--- src/common/sal_macros.svh ---
// bank count, per-bank queue depth and almost-full threshold
// bank index width derived from the bank count

`ifndef SAL_MACROS_SVH
`define SAL_MACROS_SVH

// number of banks, one queue each
`define SAL_NUM_BANKS 4

// log2 of entries per bank queue
`define SAL_QUEUE_DEPTH_LG2 2

// occupancy at which almost-full asserts
`define SAL_AFULL_THRES 3

// width of a bank index
`define SAL_BANK_BITS $clog2(`SAL_NUM_BANKS)

`endif

--- src/common/sal_pkg.sv ---
// request payload struct and bank index type
// field widths of the request

`include "sal_macros.svh"

package sal_pkg;

  localparam int ROW_W = 14;
  localparam int COL_W = 10;
  localparam int TAG_W = 6;

  typedef logic [`SAL_BANK_BITS-1:0] bank_idx_t;

  // bank is implied by the queue the request sits in
  typedef struct packed {
    logic [ROW_W-1:0] row;
    logic [COL_W-1:0] col;
    logic             wr;
    logic [TAG_W-1:0] tag;
  } sal_req_t;

endpackage

--- src/logic/sal_req_dispatch.sv ---
// bank decode of incoming requests into per-bank write enables
// saturating count of requests dropped on a full queue

`timescale 1ns/1ps

`include "sal_macros.svh"

module sal_req_dispatch (
  input  logic                      clk,
  input  logic                      rst_n,
  input  logic                      req_valid_i,
  input  sal_pkg::bank_idx_t        req_bank_i,
  input  logic [sal_pkg::ROW_W-1:0] req_row_i,
  input  logic [sal_pkg::COL_W-1:0] req_col_i,
  input  logic                      req_wr_i,
  input  logic [sal_pkg::TAG_W-1:0] req_tag_i,
  input  logic [`SAL_NUM_BANKS-1:0] bank_full_i,
  output logic [`SAL_NUM_BANKS-1:0] wren_o,
  output sal_pkg::sal_req_t         wdata_o,
  output logic [15:0]               drop_cnt_o
);

  import sal_pkg::*;

  sal_req_t req_packed;
  logic     drop;

  always_comb begin
    req_packed.row = req_row_i;
    req_packed.col = req_col_i;
    req_packed.wr  = req_wr_i;
    req_packed.tag = req_tag_i;
  end

  // payload goes to every queue, only one gets the write
  assign wdata_o = req_packed;

  always_comb begin
    wren_o = '0;
    if (req_valid_i && !bank_full_i[req_bank_i]) begin
      wren_o[req_bank_i] = 1'b1;
    end
  end

  assign drop = req_valid_i & bank_full_i[req_bank_i];

  always_ff @(posedge clk) begin
    if (!rst_n) begin
      drop_cnt_o <= '0;
    end else if (drop && (drop_cnt_o != 16'hffff)) begin
      drop_cnt_o <= drop_cnt_o + 16'd1;
    end
  end

endmodule

--- config.mk ---
export PLATFORM = sky130hd
export DESIGN_NAME = sal_req_dispatch
export DESIGN_NICKNAME = d
export VERILOG_FILES = /design/src/common/sal_pkg.sv /design/src/logic/sal_req_dispatch.sv
export VERILOG_INCLUDE_DIRS = /design/src /design/src/common
export SDC_FILE = /design/constraint.sdc
export NUM_CORES = 1
export LEC_CHECK = 0
export ABC_AREA = 1
export ABC_CLOCK_PERIOD_IN_PS = 1500
export BUFFER_PORTS_ARGS = -buffer_cell sky130_fd_sc_hd__buf_2
export CAP_MARGIN = 10
export CORE_MARGIN = 8
export CORE_UTILIZATION = 37
export DETAILED_ROUTE_END_ITERATION = 10
export GPL_ROUTABILITY_DRIVEN = 0
export PLACE_DENSITY_LB_ADDON = 0.25
export SLEW_MARGIN = 10
export SYNTH_ARGS = -nofsm -noshare
export SYNTH_HDL_FRONTEND = slang
export SYNTH_SLANG_ARGS = --single-unit
--- constraint.sdc ---
create_clock -name clk -period 1.5 [get_ports clk]
set_clock_uncertainty 0.1 [all_clocks]
set_input_delay 0.3 -clock clk [delete_from_list [all_inputs] [get_ports clk]]
set_output_delay 0.3 -clock clk [all_outputs]
set_load 0.1 [all_outputs]
**After elaboration in Yosys (flattened, before gate mapping)**

Cells that the tools add are included.

- Logic and storage cells: 15
- Bits of input ports: 40
- ROM bits: 0
- Register bits: 16
- Output and inout bits: 51
- Memory bits (writable): 0
- Bits in latches: 0
- Memories: 0

- Reductions and logical operators: 4
- Add/subtract/negate cells: 1
- Muxes and demuxes: 5
- Divide/modulo/power cells: 0
- Multipliers: 0
- Shifts and indexed selects: 0
- $lt $le $gt $ge: 2
- Bitwise gates (word level): 1
- Equality and inequality tests: 1

Operators with widths:

| operator | count |
|---|---|
| adder 16 x 1 -> 16 bit (second input constant) | 1 |
| != test 16 bit (second input constant) | 1 |
| 2-to-1 mux 4 bit | 1 |
| logical AND 1 bit | 3 |
| less-than comparator 2 x 3 -> 1 bit (second input constant) | 1 |
| binary-select mux 1 bit (select 2 bit) | 1 |
| demux 1 bit (select 2 bit) | 1 |
| greater-or-equal comparator 2 x 1 -> 1 bit (second input constant) | 1 |
| 2-to-1 mux 1 bit | 2 |
| AND 1 bit | 1 |
| logical NOT 1 bit | 1 |

**Longest topological paths before layout**

- Depth after elaboration: 5
- Mapped depth: 11
- Gate-level depth less buffers: 10

**Worst setup path before layout**

No wires, ideal clock.

- Kind: input port to output port
- From: input req_bank_i[0]
- To: output wren_o[2]
- Path buffers: 0
- Arrival time: 2.637 ns
- Required time: 1.100 ns
- Stages on the path: 6
- Setup slack: -1.537 ns
- Cells stage by stage: inv_2 nand2_1 nand2_1 nand2_1 nand3_1 nor3_1

- Longest elaborated chain between the ends: 5
- Elaborated cells on any way between the ends: 10
- Classes of those cells: order compare (2); mux (5); reduce/logical (3)

Ends and longest elaborated chain:

| element | RTL line | RTL |
|---|---|---|
| from (decl) | sal_req_dispatch.sv:12 | `input sal_pkg::bank_idx_t req_bank_i,` |
| less-than comparator 2 x 3 -> 1 bit (not written as such), or another cell as far along | sal_req_dispatch.sv:41 | `wren_o[req_bank_i] = 1'b1;` |
| logical AND 1 bit (not written as such) / 2-to-1 mux 1 bit (equally long branches) | sal_req_dispatch.sv:41, sal_req_dispatch.sv:40 |  |
| 2-to-1 mux 1 bit (not written as such) / logical NOT 1 bit (equally long branches) | sal_req_dispatch.sv:41, sal_req_dispatch.sv:40 |  |
| demux 1 bit (select 2 bit) / logical AND 1 bit (equally long branches) | sal_req_dispatch.sv:41, sal_req_dispatch.sv:40 |  |
| 2-to-1 mux 4 bit (*) | sal_req_dispatch.sv:40 | `if (req_valid_i && !bank_full_i[req_bank_i]) begin` |
| to (decl) | sal_req_dispatch.sv:18 | `` output logic [`SAL_NUM_BANKS-1:0] wren_o, `` |

Every way passes the cells marked *; elsewhere a longest branch is shown, timed or not. The select of a mux whose other input is x is not followed.

**Worst setup path after layout**

- From: input req_bank_i[0]
- To: output wren_o[0]

Same word-level chain as after synthesis.

==> flow_summary.yaml <==
power_and_ir_drop:
  p_per_area_mw_per_mm2: 621
  combPwrFrac_pct: 46.6
  totalPowerFinal_mw: 1.31
  seq_power_share_pct: 35.7
  clockPowerShare_pct: 17.7
  p_leak_nw: 0.936
  p_int_mw: 0.777
  switching_power_mw: 0.535
  switching_share_pct: 40.8
  peakVddDrop_uv: 677
synthesis:
  synthCells: 201
  seq_area_frac_synth_pct: 24.2
  synth-edff-count: 0
  synthMuxAreaShare_pct: 0
  ys_ff_latch: 16
  yosys.area_share.xor_xnor_pct: 5.30
  synth_cell_types: 25
  synth_compound_area_share_pct: 7.20
  synth-adder-area-share_pct: 0.947
  synth-simple-area-share_pct: 37.5
  syn_area_per_cell_um2: 6.57
  syn_area_mm2: 0.00132
  synth_nets: 242
  synthFlopType: "dfxtp_1"
  synth_top_family_by_area: "simple AND/OR/NAND/NOR gates"
  async_reset_ff_share_pct: 0
  ys_warn_count: 0
cells_and_area:
  fill_cells: 284
  seqCellArea_um2: 380
  diodes: 0
  largest_reg_flops: 16
  multi_input_area_um2: 836
  final_cells: 273
  area_growth_pct: 59.8
  reg_top3: "drop_cnt_o (16)"
  largest_register: "drop_cnt_o"
  nNetsFinal: 270
  drive_above_1_share_pct: 55.9
placement:
  hpwl_mm: 2.39
  dp_cells: 258
  dpl_worst_slack_ns: -0.214
  io_buffer_count: 28
cts:
  htree_levels: 1
  cts_tree: "built"
  numCtsBuffers: 3
  cts_root_buf: "clkbuf_4"
  clk_transition_reported_paths_ns: 0.10
  clock_path_buffers: 2
  clkLatencyLatePin_ns: 0.29
  clock_sinks: 16
sta:
  maxSlewHeadroom_pct: 79.8
  hold_viol: 0
  rsz0062_at_grt: "true"
  period_needed_ns: 1.54
  hold-worst-slack_ns: 0.267
  setup_viol: 2
  finalCritPeriodShare_pct: 103
  worstMarginPinSlew_ns: 0.304
  drv_slew: 0
  fin_setup_tns_ns: -0.0851
  fmax_mhz: 648
  fin_ws_ns: -0.0435
flow_run:
  drv_cap: 0
status:
  status: "finished with violations"
  violations: "setup timing"
detailed_routing:
  drc_errors: 0
  vias_per_cell: 4.61
  routed_wl_mm: 3.38
  drt_first_pass_iters: 4
  final_antenna_net_count: 0
  drtIter0Drc: 54
  wl_per_cell_um: 12.4
  vias: 1259
setup_path:
  startpoint: "req_bank_i[0]"
  cp-end-kind: "output port"
  path_class: "in -> out"
  cp.required_ns: 1.10
  crit_arrival_ns: 1.14
  startpoint_type: "input pin"
  r2r_start: "drop_cnt_o[0]"
  worstPathMaxFanout: 4
floorplanning:
  core_area_mm2: 0.00339
  die_w_um: 75.8
  io_pins: 91
  floorplan.die_area_mm2: 0.00574
  core.rowCount: 21
  fp.dieH_um: 75.8
  start_util_pct: 39.0
global_route:
  grt_pass1_wl_mm: 5.15
  grt_max_degree: 15
  grt_pass1_vias: 1103
  grt_use_total_pct: 11.6
  grt_overflow_total: 0
  antenna_found_initial: 0
worst_hold_path:
  hold_path_class: "in -> reg"
  min_from: "rst_n"
## layout make-up
cell class / count / share of cell area (%)
Clock buffer: 3 / 1.07
Inverter: 18 / 4.15
Multi-Input combinational cell: 133 / 39.6
Sequential cell: 16 / 18.0
Tap cell: 46 / 2.73
Timing Repair Buffer: 57 / 34.5
## per-layer routing
| layer | up-vias | global-route usage [%] | share of wire, % |
|---|---|---|---|
| met1 | 578 | 13.9 | 44 |
| li1 | 652 | - | - |
| met2 | 21 | 18.5 | 48 |
| met4 | 0 | 5.12 | 1.4 |
| met5 | - | 0 | 0 |
| met3 | 8 | 3.55 | 5.9 |
## worst paths after layout
path / endpoint / slack [ns] / cells after the start
worst max register to register: drop_cnt_o[7] / 0.05 / 9
worst min register to register: drop_cnt_o[9] / 0.45 / 2
worst max-delay path: wren_o[0] / -0.04 / 10
worst min-delay path: drop_cnt_o[5] / 0.27 / 3
## stage by stage
| step | area, um2 | utilization (%) |
|---|---|---|
| 6_report | 2110 | 62.3 |
| 5_1_grt | 2110 | 62.3 |
| 4_1_cts | 1950 | 57.6 |
| 3_5_place_dp | 1880 | 55.6 |
| 3_3_place_gp | 1880 | 55.6 |
| 2_1_floorplan | 1480 | - |
## worst max-delay path, stage by stage
cell and delay (ns):
buf_12 0.12, inv_12 0.05, nand2_4 0.04, nand2_4 0.07, nand2_4 0.06, nand3_4 0.11, inv_2 0.06, nand3_2 0.07
clkinvlp_4 0.09, buf_12 0.17
## cells by family after synthesis
kind of cell / count (synthesis)
xor+xnor: 8
flops: 16
buf+inv: 52
simple gates: 108
compound gates: 16
fa+ha+maj: 1
## power by group through the flow
stage	sequential [mW]	clock, mW	combinational, mW
floorplan	0.658	0	0.544
global placement	0.485	0	0.538
detailed placement	0.485	0	0.542
CTS	0.475	0.245	0.557
global route	0.473	0.267	0.641
finish	0.468	0.232	0.611
## cells in the mapped netlist, types with 2 or more instances
| library cell | count | area [um2] |
|---|---|---|
| nand2_1 | 40 | 150 |
| nor2_1 | 37 | 139 |
| buf_4 | 31 | 233 |
| inv_1 | 17 | 63.8 |
| dfxtp_1 | 16 | 320 |
| o21ai_0 | 11 | 55.1 |
| nand2_2 | 8 | 50.1 |
| nand3_1 | 8 | 40.0 |
| xnor2_1 | 5 | 43.8 |
| a21oi_2 | 3 | 26.3 |
| nor2_2 | 3 | 18.8 |
| xor2_1 | 3 | 26.3 |
| buf_6 | 2 | 22.5 |
| nand3_2 | 2 | 20.0 |
| nand3b_1 | 2 | 15.0 |
| nand4_1 | 2 | 12.5 |
| nor2_4 | 2 | 22.5 |
| nor3_1 | 2 | 10.0 |
## repair_timing
item,4_1_cts,5_1_grt
pin swaps,6,11
cloned,0,1
hold buffers,0,0
gates resized for setup,11,19
setup buffers,1,10
endpoints found under the setup margin,4,19
## layout by cell type, fill, tap and decap left out
| cell | instances |
|---|---|
| nand2_1 | 30 |
| nor2_1 | 30 |
| buf_4 | 25 |
| buf_12 | 24 |
| dfxtp_4 | 16 |
| inv_1 | 13 |
| nand2_2 | 13 |
| nor2_2 | 8 |
| o21ai_1 | 8 |
| buf_2 | 7 |
| nand2_4 | 6 |
| xnor2_1 | 5 |
| nor2_4 | 4 |
| nand3_1 | 4 |
| nand3_4 | 3 |
| nand3_2 | 3 |
| xor2_1 | 3 |
| o21ai_2 | 3 |
| a21oi_2 | 3 |
| clkbuf_4 | 3 |
| nor3_4 | 2 |
| inv_2 | 2 |
| clkinvlp_4 | 2 |
| o21ai_0 | 2 |
| nand4_1 | 2 |
| nand3b_1 | 2 |
| inv_12 | 1 |
| and2_1 | 1 |
| ha_4 | 1 |
| clkbuf_16 | 1 |
Power figures use the tool's default switching activity.
