`src/bank_queue/sal_sa_fifo.sv`:
```
// synchronous FIFO with a type-parameterized payload
// registered full, empty and almost-full flags, combinational head read

`timescale 1ns/1ps

module sal_sa_fifo #(
  parameter int  DEPTH_LG2   = 2,
  parameter int  AFULL_THRES = 3,
  parameter type payload_t   = logic [31:0]
) (
  input  logic     clk,
  input  logic     rst_n,
  input  logic     wren_i,
  input  payload_t wdata_i,
  input  logic     rden_i,
  output payload_t rdata_o,
  output logic     full_o,
  output logic     afull_o,
  output logic     empty_o
);

  localparam int DEPTH = 2 ** DEPTH_LG2;

  payload_t mem [DEPTH];

  // one extra bit on each pointer tells full from empty
  logic [DEPTH_LG2:0] wr_ptr;
  logic [DEPTH_LG2:0] wr_ptr_n;
  logic [DEPTH_LG2:0] rd_ptr;
  logic [DEPTH_LG2:0] rd_ptr_n;
  logic [DEPTH_LG2:0] cnt;
  logic [DEPTH_LG2:0] cnt_n;

  logic push;
  logic pop;
  logic full_n;
  logic afull_n;
  logic empty_n;

  // never write past full or read past empty
  assign push = wren_i & ~full_o;
  assign pop  = rden_i & ~empty_o;

  always_ff @(posedge clk) begin
    if (push) begin
      mem[wr_ptr[DEPTH_LG2-1:0]] <= wdata_i;
    end
  end

  always_comb begin
    if (push) begin
      wr_ptr_n = wr_ptr + 1'b1;
    end else begin
      wr_ptr_n = wr_ptr;
    end

    if (pop) begin
      rd_ptr_n = rd_ptr + 1'b1;
    end else begin
      rd_ptr_n = rd_ptr;
    end

    if (push && !pop) begin
      cnt_n = cnt + 1'b1;
    end else if (!push && pop) begin
      cnt_n = cnt - 1'b1;
    end else begin
      cnt_n = cnt;
    end

    full_n  = (wr_ptr_n[DEPTH_LG2] != rd_ptr_n[DEPTH_LG2]) &&
              (wr_ptr_n[DEPTH_LG2-1:0] == rd_ptr_n[DEPTH_LG2-1:0]);
    empty_n = (wr_ptr_n == rd_ptr_n);
    afull_n = (int'(cnt_n) >= AFULL_THRES);
  end

  always_ff @(posedge clk) begin
    if (!rst_n) begin
      wr_ptr  <= '0;
      rd_ptr  <= '0;
      cnt     <= '0;
      full_o  <= 1'b0;
      afull_o <= 1'b0;
      empty_o <= 1'b1;
    end else begin
      wr_ptr  <= wr_ptr_n;
      rd_ptr  <= rd_ptr_n;
      cnt     <= cnt_n;
      full_o  <= full_n;
      afull_o <= afull_n;
      empty_o <= empty_n;
    end
  end

  // head of queue, valid while empty_o is low
  assign rdata_o = mem[rd_ptr[DEPTH_LG2-1:0]];

endmodule

```
`config.mk`:
```
export PLATFORM = sky130hd
export DESIGN_NAME = sal_sa_fifo
export DESIGN_NICKNAME = d
export VERILOG_FILES = /design/src/bank_queue/sal_sa_fifo.sv
export SDC_FILE = /design/constraint.sdc
export NUM_CORES = 1
export LEC_CHECK = 0
export ABC_AREA = 0
export BUFFER_PORTS_ARGS = -buffer_cell sky130_fd_sc_hd__buf_4
export CAP_MARGIN = 20
export CELL_PAD_IN_SITES_DETAIL_PLACEMENT = 0
export CELL_PAD_IN_SITES_GLOBAL_PLACEMENT = 1
export CORE_UTILIZATION = 30
export CTS_CLUSTER_SIZE = 25
export DETAILED_ROUTE_END_ITERATION = 8
export HOLD_SLACK_MARGIN = 0.1
export MAX_ROUTING_LAYER = met4
export PLACE_DENSITY_LB_ADDON = 0.1
export SETUP_SLACK_MARGIN = 0.4
export SYNTH_ARGS = -nofsm -noshare
export SYNTH_HDL_FRONTEND = slang
export SYNTH_SLANG_ARGS = --single-unit
```
`constraint.sdc`:
```
create_clock -name clk -period 2 [get_ports clk]
set_input_delay 0.2 -clock clk [delete_from_list [all_inputs] [get_ports clk]]
set_output_delay 0.2 -clock clk [all_outputs]
set_load 0.01 [all_outputs]
```
After elaboration in Yosys (flattened, before gate mapping). Memories as Yosys holds them, arrays and structs flattened. A register that Yosys moved wholly into a read port is not among the register bits. Cells that the tools add are included. W data, S select, Z words.

Add/sub/neg operators: 4. Magnitude comparators: 1. Equal/unequal tests: 3. Muxes and demuxes: 7. Bitwise logic cells: 4. Reduce and logical (&&, ||, !) cells: 5.

Operators by type and width (count): $mux W3 (4); $add A3 B1 Y3 const B (3); $eq A3 B3 Y1 (1); $ge A3 B2 Y1 const B (1); $logic_and A1 B1 Y1 (3); $sub A3 B1 Y3 const B (1); $and A1 B1 Y1 (2); $eq A2 B2 Y1 (1); $logic_not A1 Y1 (2); $mux W1 (2); $mux W2 (1); $not A1 Y1 (2); $ne A1 B1 Y1 (1).

Register bits after elaboration: 12. Bits in writable memories: 128. Bits of input ports: 36. Output and inout port bits: 35. Logic and storage cells: 31. Memories kept: 1.

Memories: mem (words 4, bits a word 32, rd ports 1, clocked after memory_dff 1, write ports 1, RTL line 24) `payload_t mem [DEPTH];`.

Depth between registers and ports, before layout. Gate-level depths: netlist of run 1.

Depth after elaboration: 7. Gate-level depth with buffers: 5.

Worst setup path after synthesis of run 1. OpenSTA, ideal clock, no wires.

Kind: register to register. From: reg wr_ptr[0]. To: mem mem[3][0] in the netlist's numbering (enable). Setup time: 387 ps. Data arrival time: 1273 ps. Data required time: 1613 ps. Setup slack: 340 ps. Cell stages (with the launch flop): 4. Cells stage by stage: dfxtp_1 ha_1 nand3b_1 inv_1.

RTL lines: from (decl) (RTL line 27) `logic [DEPTH_LG2:0] wr_ptr;`; from (signal assigned) (RTL line 86) `wr_ptr <= wr_ptr_n;`; to (decl) (RTL line 24).

No word-level cell before the write port.

==> results_dict.tcl, run 1 <==
set metrics [dict create \
    outcome "completed" \
    syn_area_um2 5324 \
    r2r_cells 7 \
    io_buffer_count 70 \
    placed_cells 530 \
    drv_cap 0 \
    ios 71 \
    report.final.setup_viol 0 \
    ys_seq_area_frac 0.7671 \
    vias_per_cell 4.425 \
    hold_path.class "primary input to flip-flop" \
    nets 403 \
    dp_hpwl_um 6339 \
    cts-root-buf "clkbuf_16" \
    drc 0 \
    cp_max_fo 15 \
    clock_latency_ns 0.41 \
    grt_usage 0.1253 \
    yosysUniqueCellTypes 29 \
    clkSlewWorstSetupHoldPaths_ns 0.06 \
    critPathKind "flip-flop to primary output" \
    wl_per_cell_um 17.26 \
    die_w_um 135.2 \
    rsz0062_at_grt "yes" \
    synth_top_cell_by_area "edfxtp_1" \
    async_reset_ff_frac 0 \
    synth-edff-count 128 \
    antenna_left 0 \
    grt_start_max_net_pins 33 \
    hold_viol_final 0 \
    clock_path_buffers 2 \
    layout.cells.non_filler 598 \
    cts_tree "yes" \
    period_share 0.9498 \
    worst_pin_slew_ns 0.3460 \
    post-route-util 0.4164 \
    finalClockSkew_ns 0.01037 \
    reg2reg_slack_ns 0.31 \
    layout_min_cycle_time_ns 1.900 \
    coreArea_um2 17300 \
    slew_viol_final 0 \
    synth_top_flop_cell "edfxtp_1" \
    power_leakage_nw 2.475 \
    synth_area_leaders "edfxtp_1, mux4_2, dfxtp_1" \
    tns_ns 0 \
    fmax_mhz 526.4 \
    timing.rr.end "full_o$_SDFF_PN0_" \
    dr.pass1.iters 4 \
    diodes 0 \
    peakVddDrop_v 0.0005697 \
    drt_wl_total_um 10320 \
    grt_pass1_vias 2782 \
    vias 2646 \
    totalPowerFinal_w 0.007561 \
    cp_data_required_time_ns 1.80 \
    htreeDepth 4 \
    worst_setup_path_end_kind "primary output" \
    hold_end "rd_ptr[2]$_SDFF_PN0_" \
    clock-sinks 140 \
    drt_iter0_drc 129 \
    slew_headroom 0.7679 \
    fillCellCount 1587 \
    yosysMostFrequentCell "edfxtp_1" \
    grt_overflow_total 0 \
    synth_cells 236 \
    synth_top_area_share 0.7220 \
    r2r-start "rd_ptr[0]$_SDFF_PN0_" \
    crit_path_start_kind "flip-flop" \
    die_y_um 135.2 \
    avgSynthCellArea_um2 22.56 \
    area_delta_synth_final_pct 35.28 \
    syn_nets 279 \
    antenna_found_initial 0 \
    cts_buffers 17 \
    gp_congestion 0.6952 \
    grt_pass1_wl_um 15720 \
    synth-seq-cells 140 \
    synthTopCellsByCount "edfxtp_1, mux4_2, dfxtp_1, nor2_1, ha_1" \
    drive_gt1_frac 0.4236 \
    initial_core_util 0.3078 \
    holdCritStartpoint "rden_i" \
    rows 48 \
    power_density_nw_per_um2 1050 \
    die_area_um2 18280 \
    worstPathArrival_ns 1.70 \
    holdPathStages 4 \
    ys_warn_count 0 \
]
power breakdown:
group / internal (W) / leakage, nW / switching, W
clock network: 0.00182 / 0.260 / 0.00117
registers: 0.00337 / 1.28 / 0.0000647
logic: 0.000637 / 0.940 / 0.000495
routing by layer:
layer | GRT usage | share of wire | routed length [µm] | vias up
met1 | 0.1553 | 0.45 | 4656 | 1360
met2 | 0.1912 | 0.49 | 5078 | 61
met5 | - | 0 | 0 | -
li1 | - | - | - | 1210
met4 | 0.06367 | 0.019 | 194 | 0
met3 | 0.03030 | 0.038 | 391 | 15
registers in the layout (all words and copies together) (netlist names):
name and count:
cnt 3, empty_o 1, afull_o 1, full_o 1, mem 128, rd_ptr 3, wr_ptr 3
cell families after synthesis:
logic type | count (synthesis) | synth area share
compound gates | 4 | 0.01105
mux | 34 | 0.1391
simple gates | 26 | 0.03173
fa+ha+maj | 7 | 0.01645
flops | 140 | 0.7671
xor+xnor | 8 | 0.01716
buf+inv | 17 | 0.01739
final cells by class:
| class | count | area [µm²] | area share |
|---|---|---|---|
| clock buffer | 17 | 425.4 | 0.05907 |
| inverter | 7 | 30.03 | 0.004170 |
| timing repair buffer | 115 | 1066 | 0.1480 |
| multi-input combinational | 79 | 1160 | 0.1610 |
| clock inverter | 15 | 147.6 | 0.02050 |
| tap | 225 | 281.5 | 0.03909 |
| sequential | 140 | 4091 | 0.5681 |
what timing repair did:
item / in CTS / in global routing
endpoints found under the setup margin: 33 / 45
endpoints found under the hold margin: 130 / 0
gates cloned: 1 / 0
pin swaps: 1 / 1
resized for setup: 5 / 4
buffers inserted: 1 / 1
hold buffers: 33 / 0
per-stage QoR:
step | cell area (µm²) | worst slack, ns | hold WS, ns
floorplan | 5328 | 0.4820 | 0.2711
global placement | 6226 | 0.4163 | 0.4006
detailed placement | 6226 | 0.4047 | 0.4060
CTS | 7179 | 0.05332 | 0.1896
global route | 7202 | 0.02885 | 0.2800
finish | 7202 | 0.1003 | 0.2222
layout by cell type, fill, tap and decap left out, types with 2 or more instances in the layout:
cell type,n
nor3_1,5
nor2b_4,2
mux4_2,32
dfxtp_4,2
nor2_1,8
nand3b_1,2
bufinv_16,2
dfxtp_1,10
clkinv_1,4
nand2b_1,2
dlygate4sd3_1,33
clkbuf_16,17
edfxtp_1,128
buf_4,73
buf_12,8
clkinvlp_4,7
and2_2,2
inv_6,2
xor2_1,4
inv_1,5
ha_1,7
worst max-delay path by stage:
stage	start	depth (start not counted)	to	slack, ns
2_1_floorplan	wr_ptr[0]$_SDFF_PN0_	3	mem[3][0]$_DFFE_PP_	0.48
3_3_place_gp	rd_ptr[0]$_SDFF_PN0_	3	rdata_o[1]	0.42
3_5_place_dp	rd_ptr[0]$_SDFF_PN0_	3	rdata_o[6]	0.40
4_1_cts	rd_ptr[0]$_SDFF_PN0_	3	rdata_o[19]	0.05
5_1_grt	rd_ptr[0]$_SDFF_PN0_	3	rdata_o[6]	0.03
6_report	rd_ptr[0]$_SDFF_PN0_	3	rdata_o[6]	0.10
critical path, cell delays in order, from the launching register on:
cell and delay, ns:
dfxtp_4 0.41, buf_12 0.19, mux4_2 0.52, buf_4 0.16
Note: power is estimated with default switching activity, not from simulation.
==> run 2, diff against run 1 <==
==> constraint.sdc (replaced) <==
create_clock -name clk -period 1.6 [get_ports clk]
set_input_delay 0.16 -clock clk [delete_from_list [all_inputs] [get_ports clk]]
set_output_delay 0.16 -clock clk [all_outputs]
set_load 0.01 [all_outputs]
==> results_dict.tcl, run 2 (synthesized netlist as in run 1, its figures left out) <==
set metrics [dict create \
    final_cell_mix "edfxtp_1, buf_6, buf_4, dlygate4sd3_1, mux4_2" \
    cts_tree "yes" \
    clock_path_buffers 2 \
    totalPowerFinal_w 0.01072 \
    ios 71 \
    critPathKind "flip-flop to primary output" \
    outcome "finished, violations left" \
    crit_path_start_kind "flip-flop" \
    cp_top_family "multiplexers" \
    die_y_um 135.2 \
    grt_start_max_net_pins 19 \
    die_w_um 135.2 \
    final_common_cell "edfxtp_1" \
    grt_overflow_total 0 \
    coreArea_um2 17300 \
    io_buffer_count 70 \
    worst_pin_slew_ns 0.3524 \
    cp_max_fo 5 \
    drt_iter0_drc 157 \
    fillCellCount 1438 \
    layout_min_cycle_time_ns 1.882 \
    placed_cells 534 \
    p_int_w 0.008287 \
    post-route-util 0.4931 \
    diodes 0 \
    drc 0 \
    switching_share 0.2268 \
    period_share 1.176 \
    peakVddDrop_v 0.0008376 \
    rsz0062_at_grt "yes" \
    clkSlewWorstSetupHoldPaths_ns 0.06 \
    drive_gt1_frac 0.5558 \
    power_density_nw_per_um2 1257 \
    slew_headroom 0.7636 \
    seqPwrFrac 0.400 \
    dr.pass1.iters 4 \
    cts_buffers 17 \
    cp_cell_sequence "buf_12 -> buf_16 -> mux4_2 -> buf_6" \
    hold_viol_final 0 \
    slew_viol_final 0 \
    initial_core_util 0.3078 \
    tns_ns -7.717 \
    worstPathArrival_ns 1.72 \
    rows 48 \
    report.final.setup_viol 32 \
    setup_ws_ns -0.2824 \
    cts-root-buf "clkbuf_16" \
    power_leakage_nw 3.033 \
    drt_wl_total_um 12140 \
    pwr-share-clk 0.402 \
    grt_pass1_wl_um 18440 \
    area_delta_synth_final_pct 60.19 \
    layout.cells.non_filler 655 \
    htreeDepth 4 \
    antenna_left 0 \
    worst_setup_path_end_kind "primary output" \
    nets 460 \
    path_buf_inv 3 \
    finalClockSkew_ns 0.004354 \
    fmax_mhz 531.2 \
    grt_pass1_vias 3164 \
    design_area_um2 8528 \
    placed_area_um2 6349 \
    die_area_um2 18280 \
    violations "setup timing" \
    largest_reg_flops 128 \
    vias 2891 \
    grt_usage 0.1504 \
    slowest_stage "mux4_2" \
    dp_hpwl_um 6398 \
    antenna_found_initial 0 \
    clock-sinks 140 \
    clock_latency_ns 0.42 \
    power_switching_w 0.002431 \
    hold_path.class "primary input to flip-flop" \
    drv_cap 0 \
    cp_data_required_time_ns 1.44 \
    slowest_delay_ns 0.51 \
    wl_per_cell_um 18.53 \
    pwr-share-comb 0.198 \
    vias_per_cell 4.414 \
    gp_congestion 0.6655 \
]
## run 2: changes by cell type in the layout (fill, tap and decap cells not counted), moves of 4 or more
| cell | change |
|---|---|
| dfxtp_1 | -4 |
| ha_1 | -6 |
| buf_4 | -27 |
| buf_6 | +60 |
| clkinvlp_4 | -5 |
| ha_4 | +6 |
| buf_16 | +13 |
| nor3_1 | -4 |
| buf_12 | +8 |
## run 2: repair_timing
item / in CTS / in global routing
pin swaps: 8 / 9
endpoints found under the setup margin: 166 / 169
buffers inserted: 39 / 2
hold buffers: 33 / 0
resized for setup: 98 / 13
gates cloned: 14 / 1
hold endpoints to repair: 131 / 0
## run 2: layer usage
metal | part of all wire | vias to the layer above | GRT usage
met3 | 0.032 | 16 | 0.04040
met1 | 0.44 | 1481 | 0.1792
met2 | 0.52 | 55 | 0.2442
li1 | - | 1339 | -
met5 | 0 | - | -
met4 | 0.015 | 0 | 0.05618
## run 2: power by group through the flow
stage	Clock, W	Sequential, W	Combinational, W
5_1_grt	0.00453	0.00431	0.00226
3_5_place_dp	0	0.00437	0.00141
4_1_cts	0.00439	0.00429	0.00208
3_3_place_gp	0	0.00436	0.00141
6_report	0.00431	0.00429	0.00212
2_1_floorplan	0	0.00435	0.000854
## run 2: worst paths after layout
path / start / endpoint / slack [ns] / cells after the start
worst max-delay path: rd_ptr[0]$_SDFF_PN0_ / rdata_o[14] / -0.28 / 4
worst min register to register: wr_ptr[2]$_SDFF_PN0_ / wr_ptr[2]$_SDFF_PN0_ / 0.55 / 2
worst min-delay path: wren_i / wr_ptr[1]$_SDFF_PN0_ / 0.19 / 4
worst max register to register: wr_ptr[0]$_SDFF_PN0_ / mem[3][20]$_DFFE_PP_ / 0.09 / 7
## run 2: stage by stage
step	hold slack, ns	setup WS (ns)
3_5_place_dp	0.3638	0.1013
2_1_floorplan	0.2304	0.1166
4_1_cts	0.1810	-0.3117
3_3_place_gp	0.3625	0.1200
6_report	0.1904	-0.2824
5_1_grt	0.2008	-0.3516
## run 2: cell type report
type                            instances  area (µm²)  share of cell area
Clock buffer                           19       432.9             0.05076
Clock inverter                         13       212.7             0.02494
Multi-Input combinational cell         79        1345              0.1577
Timing Repair Buffer                  172        2112              0.2477
Inverter                                7       40.04            0.004695
Tap cell                              225       281.5             0.03301
Sequential cell                       140        4104              0.4812
## run 2: tightest hold or removal path, delay by kind of cell
kind                   cells  cell delay [ns]
and+or+nand+nor            2             0.19
buffers and inverters      1             0.13
muxes                      1             0.08
